--- config.mk ---
export PLATFORM = sky130hd
export DESIGN_NAME = cpu_top
export DESIGN_NICKNAME = d
export VERILOG_FILES = /design/src/common/cpu_pkg.sv /design/src/source/cpu_control.sv /design/src/source/program_counter.sv /design/src/execute/register_file.sv /design/src/execute/alu.sv /design/src/source/cpu_top.sv
export VERILOG_INCLUDE_DIRS = /design/src /design/src/common
export SDC_FILE = /design/constraint.sdc
export NUM_CORES = 1
export LEC_CHECK = 0
export ABC_CLOCK_PERIOD_IN_PS = 8760
export BUFFER_PORTS_ARGS = -buffer_cell sky130_fd_sc_hd__buf_2
export CORE_UTILIZATION = 42
export DETAILED_ROUTE_END_ITERATION = 10
export SYNTH_ARGS = -nofsm -noshare
export SYNTH_HDL_FRONTEND = slang
export SYNTH_SLANG_ARGS = --single-unit
--- constraint.sdc ---
create_clock -name clk -period 8.76 [get_ports clk]
set_input_delay 0.438 -clock clk [delete_from_list [all_inputs] [get_ports clk]]
set_output_delay 0.438 -clock clk [all_outputs]
set_load 0.1 [all_outputs]
--- src/common/cpu_config.svh ---
// processor configuration macros
`ifndef CPU_CONFIG_SVH
`define CPU_CONFIG_SVH

// datapath widths
`define CPU_WORD_WIDTH      16
`define CPU_PC_WIDTH        12
`define CPU_REG_COUNT       16
`define CPU_REG_ADDR_WIDTH  4
`define CPU_DATA_ADDR_WIDTH 12
`define CPU_INSTR_WIDTH     16

// instruction field positions
`define CPU_BIT_CTRL  15
`define CPU_BIT_MEM   14
`define CPU_BIT_VAR   13
`define CPU_RS_MSB    12
`define CPU_RS_LSB    9
`define CPU_RT_MSB    8
`define CPU_RT_LSB    5
`define CPU_RD_MSB    4
`define CPU_RD_LSB    1
`define CPU_BIT_FN_LO 0
`define CPU_IMM_MSB   4
`define CPU_IMM_LSB   0
`define CPU_JMP_MSB   12
`define CPU_JMP_LSB   1

`endif

--- src/common/cpu_pkg.sv ---
// processor shared types
`include "cpu_config.svh"

package cpu_pkg;

    // register value, signed for slt and multiply
    typedef logic signed [`CPU_WORD_WIDTH-1:0] word_t;

    // instruction word address
    typedef logic [`CPU_PC_WIDTH-1:0] pc_t;

    typedef logic [`CPU_INSTR_WIDTH-1:0] instr_t;

    typedef logic [`CPU_REG_ADDR_WIDTH-1:0] reg_addr_t;

    // data memory word address
    typedef logic [`CPU_DATA_ADDR_WIDTH-1:0] data_addr_t;

    // control sequencer states
    typedef enum logic [2:0] {
        st_fetch,
        st_fetch_wait,
        st_execute,
        st_mem,
        st_mem_wait,
        st_halt
    } ctrl_state_t;

endpackage

--- src/source/cpu_control.sv ---
// processor control sequencer
`timescale 1ns/10ps
`include "cpu_config.svh"

module cpu_control (
    input  logic            clk,
    input  logic            rst_n,
    input  logic            fetch_valid,
    input  logic            mem_rvalid,
    input  logic            mem_wack,
    input  cpu_pkg::instr_t fetch_instr,
    input  cpu_pkg::pc_t    pc,
    output cpu_pkg::instr_t instr,
    output logic            fetch_req,
    output logic            mem_rd_req,
    output logic            mem_wr_req,
    output logic            reg_we,
    output logic            pc_advance,
    output logic            retire,
    output logic            halted
);

    cpu_pkg::ctrl_state_t state;
    cpu_pkg::ctrl_state_t state_next;

    logic is_ctrl;
    logic is_mem;
    logic is_load;
    logic is_alu;
    logic pc_over;
    logic mem_done;

    // ####################
    // decode
    assign is_ctrl = instr[`CPU_BIT_CTRL];
    assign is_mem  = !is_ctrl && instr[`CPU_BIT_MEM];
    assign is_load = is_mem && instr[`CPU_BIT_VAR];
    assign is_alu  = !is_ctrl && !is_mem;

    // program ran past the last instruction word
    assign pc_over = pc[`CPU_PC_WIDTH-1];

    assign mem_done = is_load ? mem_rvalid : mem_wack;

    // ####################
    // state register
    always_ff @(posedge clk or negedge rst_n) begin
        if (!rst_n) begin
            state <= cpu_pkg::st_fetch;
        end else begin
            state <= state_next;
        end
    end

    // instruction register, loaded when the fetch answer arrives
    always_ff @(posedge clk) begin
        if (state == cpu_pkg::st_fetch_wait && fetch_valid) begin
            instr <= fetch_instr;
        end
    end

    always_comb begin
        state_next = state;
        case (state)
            cpu_pkg::st_fetch: begin
                state_next = pc_over ? cpu_pkg::st_halt : cpu_pkg::st_fetch_wait;
            end
            cpu_pkg::st_fetch_wait: begin
                if (fetch_valid) begin
                    state_next = cpu_pkg::st_execute;
                end
            end
            cpu_pkg::st_execute: begin
                state_next = is_mem ? cpu_pkg::st_mem : cpu_pkg::st_fetch;
            end
            cpu_pkg::st_mem: begin
                state_next = cpu_pkg::st_mem_wait;
            end
            cpu_pkg::st_mem_wait: begin
                if (mem_done) begin
                    state_next = cpu_pkg::st_fetch;
                end
            end
            default: begin
                state_next = cpu_pkg::st_halt;
            end
        endcase
    end

    // ####################
    // strobes
    assign fetch_req  = (state == cpu_pkg::st_fetch) && !pc_over;
    assign mem_rd_req = (state == cpu_pkg::st_mem) && is_load;
    assign mem_wr_req = (state == cpu_pkg::st_mem) && !is_load;

    // alu and branch retire in execute, memory ops on their response
    assign retire = ((state == cpu_pkg::st_execute) && !is_mem)
                 || ((state == cpu_pkg::st_mem_wait) && mem_done);
    assign pc_advance = retire;

    assign reg_we = ((state == cpu_pkg::st_execute) && is_alu)
                 || ((state == cpu_pkg::st_mem_wait) && is_load && mem_rvalid);

    assign halted = (state == cpu_pkg::st_halt);

endmodule

--- src/source/program_counter.sv ---
// program counter
`timescale 1ns/10ps
`include "cpu_config.svh"

module program_counter (
    input  logic            clk,
    input  logic            rst_n,
    input  logic            pc_advance,
    input  cpu_pkg::instr_t instr,
    input  cpu_pkg::word_t  rs_val,
    input  cpu_pkg::word_t  rt_val,
    output cpu_pkg::pc_t    pc
);

    localparam int IMM_WIDTH = `CPU_IMM_MSB - `CPU_IMM_LSB + 1;

    cpu_pkg::pc_t pc_inc;
    cpu_pkg::pc_t branch_off;
    cpu_pkg::pc_t pc_next;

    assign pc_inc = pc + cpu_pkg::pc_t'(1);

    // immediate widened to pc width
    assign branch_off = {{(`CPU_PC_WIDTH - IMM_WIDTH){instr[`CPU_IMM_MSB]}},
                         instr[`CPU_IMM_MSB:`CPU_IMM_LSB]};

    always_comb begin
        pc_next = pc_inc;
        if (instr[`CPU_BIT_CTRL]) begin
            if (!instr[`CPU_BIT_VAR]) begin
                pc_next = instr[`CPU_JMP_MSB:`CPU_JMP_LSB];
            end else if (rs_val == rt_val) begin
                // taken beq, wraps mod 4096
                pc_next = pc_inc + branch_off;
            end
        end
    end

    always_ff @(posedge clk or negedge rst_n) begin
        if (!rst_n) begin
            pc <= '0;
        end else if (pc_advance) begin
            pc <= pc_next;
        end
    end

endmodule

--- src/execute/register_file.sv ---
// sixteen entry register file
`timescale 1ns/10ps
`include "cpu_config.svh"

module register_file (
    input  logic            clk,
    input  logic            rst_n,
    input  cpu_pkg::instr_t instr,
    input  logic            reg_we,
    input  cpu_pkg::word_t  alu_result,
    input  cpu_pkg::word_t  mem_rdata,
    output cpu_pkg::word_t  rs_val,
    output cpu_pkg::word_t  rt_val
);

    cpu_pkg::word_t regs [`CPU_REG_COUNT];

    cpu_pkg::reg_addr_t rs_addr;
    cpu_pkg::reg_addr_t rt_addr;
    cpu_pkg::reg_addr_t rd_addr;

    assign rs_addr = instr[`CPU_RS_MSB:`CPU_RS_LSB];
    assign rt_addr = instr[`CPU_RT_MSB:`CPU_RT_LSB];
    assign rd_addr = instr[`CPU_RD_MSB:`CPU_RD_LSB];

    // two combinational read ports
    assign rs_val = regs[rs_addr];
    assign rt_val = regs[rt_addr];

    // loads target rt, alu ops target rd
    always_ff @(posedge clk or negedge rst_n) begin
        if (!rst_n) begin
            for (int i = 0; i < `CPU_REG_COUNT; i++) begin
                regs[i] <= '0;
            end
        end else if (reg_we) begin
            if (instr[`CPU_BIT_MEM]) begin
                regs[rt_addr] <= mem_rdata;
            end else begin
                regs[rd_addr] <= alu_result;
            end
        end
    end

endmodule

--- src/execute/alu.sv ---
// arithmetic unit and data address adder
`timescale 1ns/10ps
`include "cpu_config.svh"

module alu (
    input  cpu_pkg::instr_t     instr,
    input  cpu_pkg::word_t      rs_val,
    input  cpu_pkg::word_t      rt_val,
    output cpu_pkg::word_t      alu_result,
    output cpu_pkg::data_addr_t mem_addr
);

    localparam int IMM_WIDTH = `CPU_IMM_MSB - `CPU_IMM_LSB + 1;

    logic [1:0]          func;
    cpu_pkg::data_addr_t addr_off;

    assign func = {instr[`CPU_BIT_VAR], instr[`CPU_BIT_FN_LO]};

    always_comb begin
        case (func)
            2'b00: alu_result = rs_val - rt_val;
            2'b01: alu_result = rs_val + rt_val;
            // low half of the product only
            2'b10: alu_result = rs_val * rt_val;
            default: alu_result = (rs_val < rt_val) ? cpu_pkg::word_t'(1) : '0;
        endcase
    end

    // ####################
    // data address
    assign addr_off = {{(`CPU_DATA_ADDR_WIDTH - IMM_WIDTH){instr[`CPU_IMM_MSB]}},
                       instr[`CPU_IMM_MSB:`CPU_IMM_LSB]};

    assign mem_addr = rs_val[`CPU_DATA_ADDR_WIDTH-1:0] + addr_off;

endmodule

--- src/source/cpu_top.sv ---
// processor top level
`timescale 1ns/10ps

module cpu_top (
    input  logic                clk,
    input  logic                rst_n,

    // instruction fetch port
    output logic                fetch_req,
    output cpu_pkg::pc_t        fetch_addr,
    input  logic                fetch_valid,
    input  cpu_pkg::instr_t     fetch_instr,

    // data port
    output logic                mem_rd_req,
    output logic                mem_wr_req,
    output cpu_pkg::data_addr_t mem_addr,
    output cpu_pkg::word_t      mem_wdata,
    input  logic                mem_rvalid,
    input  cpu_pkg::word_t      mem_rdata,
    input  logic                mem_wack,

    output logic                retire,
    output logic                halted
);

    cpu_pkg::instr_t instr;
    cpu_pkg::pc_t    pc;
    cpu_pkg::word_t  rs_val;
    cpu_pkg::word_t  rt_val;
    cpu_pkg::word_t  alu_result;
    logic            reg_we;
    logic            pc_advance;

    assign fetch_addr = pc;
    assign mem_wdata  = rt_val;

    cpu_control u_cpu_control (
        .clk         (clk),
        .rst_n       (rst_n),
        .fetch_valid (fetch_valid),
        .mem_rvalid  (mem_rvalid),
        .mem_wack    (mem_wack),
        .fetch_instr (fetch_instr),
        .pc          (pc),
        .instr       (instr),
        .fetch_req   (fetch_req),
        .mem_rd_req  (mem_rd_req),
        .mem_wr_req  (mem_wr_req),
        .reg_we      (reg_we),
        .pc_advance  (pc_advance),
        .retire      (retire),
        .halted      (halted)
    );

    program_counter u_program_counter (
        .clk        (clk),
        .rst_n      (rst_n),
        .pc_advance (pc_advance),
        .instr      (instr),
        .rs_val     (rs_val),
        .rt_val     (rt_val),
        .pc         (pc)
    );

    register_file u_register_file (
        .clk        (clk),
        .rst_n      (rst_n),
        .instr      (instr),
        .reg_we     (reg_we),
        .alu_result (alu_result),
        .mem_rdata  (mem_rdata),
        .rs_val     (rs_val),
        .rt_val     (rt_val)
    );

    alu u_alu (
        .instr      (instr),
        .rs_val     (rs_val),
        .rt_val     (rt_val),
        .alu_result (alu_result),
        .mem_addr   (mem_addr)
    );

endmodule

==> results_dict.tcl <==
set metrics [dict create \
    place_inst 3258 \
    initial_core_util_pct 42.50 \
    core.rowCount 87 \
    rsz0062_at_grt "no" \
    worstHoldStart "fetch_instr[15]" \
    async_flop_share_pct 94.43 \
    nets 2778 \
    tightest_slew_ps 1307 \
    drtIter0Drc 2346 \
    port_buffers 81 \
    routabilityCongestion 0.9592 \
    insertedDiodeCount 0 \
    first_pass_iters 9 \
    track_usage_pct 32.24 \
    die_y_um 240.9 \
    rr_startpoint "u_cpu_control.instr[6]$_DFFE_PP_" \
    final-hold-violation-count 0 \
    hold_path_class "input pin to flop" \
    fin_skew_ps 27.09 \
    syn_nets 2738 \
    grt_pass1_vias 22000 \
    netlist_area_um2 23960 \
    numCtsBuffers 37 \
    cts_root_buffer "clkbuf_16" \
    grt_pass1_wl_um 138800 \
    dr.max_layer_used "met4" \
    synth_cells 2502 \
    final_cells 3325 \
    cts_sinks 287 \
    r2r_setup_slack_ps 360 \
    vias 22000 \
    ys_ff_latch 287 \
    synth-edff-count 16 \
    finalSetupTns_ps 0 \
    violations "design-rule violations" \
    clk_pin_slew_ps 60 \
    status "finished with violations" \
    timing.final.crit_share_pct 95.91 \
    cp-end-kind "flop" \
    worstPathArrival_ps 8850 \
    reg2reg_depth 27 \
    drive_gt1_share_pct 16.97 \
    yosys.area.top_type "dfrtp_1" \
    slew_viol_final 0 \
    routed_via_density 6.616 \
    cts_buffer_depth 3 \
    setup_slack_ps 358.4 \
    ant_nets 0 \
    period_needed_ps 8402 \
    cts_tree "yes" \
    post-place-ws_ps 425.3 \
    die_area_um2 58010 \
    maxCapViolations 0 \
    cts_setup_buffers 0 \
    r2r-end "u_register_file.regs[107]$_DFFE_PN0P_" \
    htreeDepth 2 \
    grt_start_max_net_pins 86 \
    setup_viol 0 \
    antenna_found_initial 1 \
    wl_met1_um 35050 \
    synth_warnings 0 \
    hpwlAfterDp_um 65590 \
    post-route-drc-count 2 \
    area_growth_syn_to_layout_pct 11.41 \
    fp.coreArea_um2 56390 \
    met2_length_um 42080 \
    fmax_ghz 0.1190 \
    drt_wl_total_um 92020 \
    cp_max_fo 20 \
    post_drt_wl_per_cell_um 27.67 \
    die_x_um 240.9 \
    yosysTopAreaCellShare_pct 28.30 \
    synth_top_flop_cell "dfrtp_1" \
    yosys-top-cells-area "dfrtp_1, mux4_2, fa_1" \
    grt_overflow_total 0 \
    slew_headroom_pct 12.86 \
    crit_type "flop to flop" \
    ys_types 68 \
    clkLatencyLatePin_ps 560 \
    syn_avg_cell_area_um2 9.578 \
    ys_seq_area_share_pct 30.30 \
    cp.required_ps 9210 \
    whs_endpoint "u_cpu_control.instr[15]$_DFFE_PP_" \
    hold_depth 1 \
    cp-start-kind "flop" \
    wl_met3_um 9248 \
    ios 82 \
]
==> placed cells by master, fill, tap and decap left out, drive strengths merged, types with 64 or more instances in the layout <==
cell and n:
inv 204, buf 182, nand2 205, fa 82
ha 117, nor2 280, o221ai 101, nand3 64
mux4 142, a21oi 174, o21a 93, dfrtp 271
o21ai 112
==> layout make-up <==
type	count	area, um^2
timing repair buffer	183	1246
multi-input combinational	1829	15230
sequential	287	7262
clock buffer	59	1171
inverter	204	765.7
fill	5371	29690
clock inverter	7	77.57
tap	756	945.9
==> synthesized netlist by cell type, types with 5 or more instances <==
library cell and number:
a211oi_1 10, o21bai_1 17, buf_6 11, and2_1 10
a31oi_1 18, o21ai_0 109, xnor2_1 62, nor4_1 5
nand2_1 204, clkbuf_1 139, mux2i_1 13, inv_1 202
buf_2 18, a211o_1 6, nor2_1 280, o21a_1 93
nand4_1 5, nor3_1 29, edfxtp_1 16, a22oi_2 5
a221oi_1 28, a21oi_1 169, o31ai_1 5, a21o_1 23
a22o_1 28, or3_1 5, o211ai_1 12, o22ai_1 21
o22a_1 17, xor2_1 18, nand2b_1 10, a221oi_2 10
o221ai_1 101, buf_1 12, a22oi_1 40, and3_1 9
nand3_1 64, dfrtp_1 271, fa_1 82, nor2b_1 22
a21oi_2 5, ha_1 117, mux4_2 141
==> critical path: stages, from the launching register on <==
cell      delay (ps)
edfxtp_1        1220
buf_4            290
mux4_2           290
a22o_1           310
a221oi_2         210
buf_4            280
inv_1            130
ha_1             310
fa_1             560
inv_1             50
fa_1             470
inv_1             40
ha_1             270
ha_1             280
inv_1             50
fa_1             470
fa_1             500
inv_1             40
ha_1             280
a21o_1           220
a21o_1           270
a21oi_1          190
xor2_1           440
o32ai_1          170
a31oi_1          260
buf_4            290
o221ai_1         180
o21a_1           150
==> cell families after synthesis <==
family                   after synthesis  share of synthesized area, %
multiplexers                         157                         14.00
adder cells (fa/ha/maj)              199                         12.96
XOR/XNOR                              82                         3.112
flip-flops                           287                         30.30
buffers and inverters                386                         6.516
AND/OR/NAND/NOR                      650                         11.48
AO/OA/AOI/OAI                        741                         21.63
==> stage by stage <==
stage                     cell area [um^2]  hold slack (ps)  utilization, %
after CTS                            26690            34.03           47.34
after detailed placement             25440            480.2           45.11
final                                26700            47.27           47.35
after global placement               25440            480.7           45.11
after global routing                 26700            38.58           47.35
after floorplan                      23960            142.4               -
==> repair_timing <==
item                                    CTS  global route
resized for setup                         0             1
endpoints found under the setup margin    0             7
hold endpoints to repair                 82             0
hold buffers                              1             0
==> layer usage <==
metal  up-vias  global-route usage [%]
met1     10960                   40.74
met3       342                   7.286
met2      1469                   51.19
met4         0                   17.91
li1       9225                       -
met5         -                       0
==> registers in the layout (all words and copies together), names as in the netlist <==
register	cells
u_program_counter.pc	12
u_register_file.regs	256
u_cpu_control.instr	16
u_cpu_control.state	3
==> how the worst max path moves through the flow <==
stage                                     start                                     to  cells past startpoint
6_report       u_cpu_control.instr[6]$_DFFE_PP_  u_register_file.regs[107]$_DFFE_PN0P_                     27
3_5_place_dp   u_cpu_control.instr[6]$_DFFE_PP_  u_register_file.regs[158]$_DFFE_PN0P_                     27
2_1_floorplan  u_cpu_control.instr[6]$_DFFE_PP_   u_register_file.regs[13]$_DFFE_PN0P_                     29
5_1_grt        u_cpu_control.instr[9]$_DFFE_PP_  u_register_file.regs[219]$_DFFE_PN0P_                     31
3_3_place_gp   u_cpu_control.instr[6]$_DFFE_PP_  u_register_file.regs[254]$_DFFE_PN0P_                     27
4_1_cts        u_cpu_control.instr[6]$_DFFE_PP_  u_register_file.regs[158]$_DFFE_PN0P_                     27
Power is left out: the tool's default activity adds up to more than one toggle a clock period on the data nets, which glitch-free logic cannot reach.
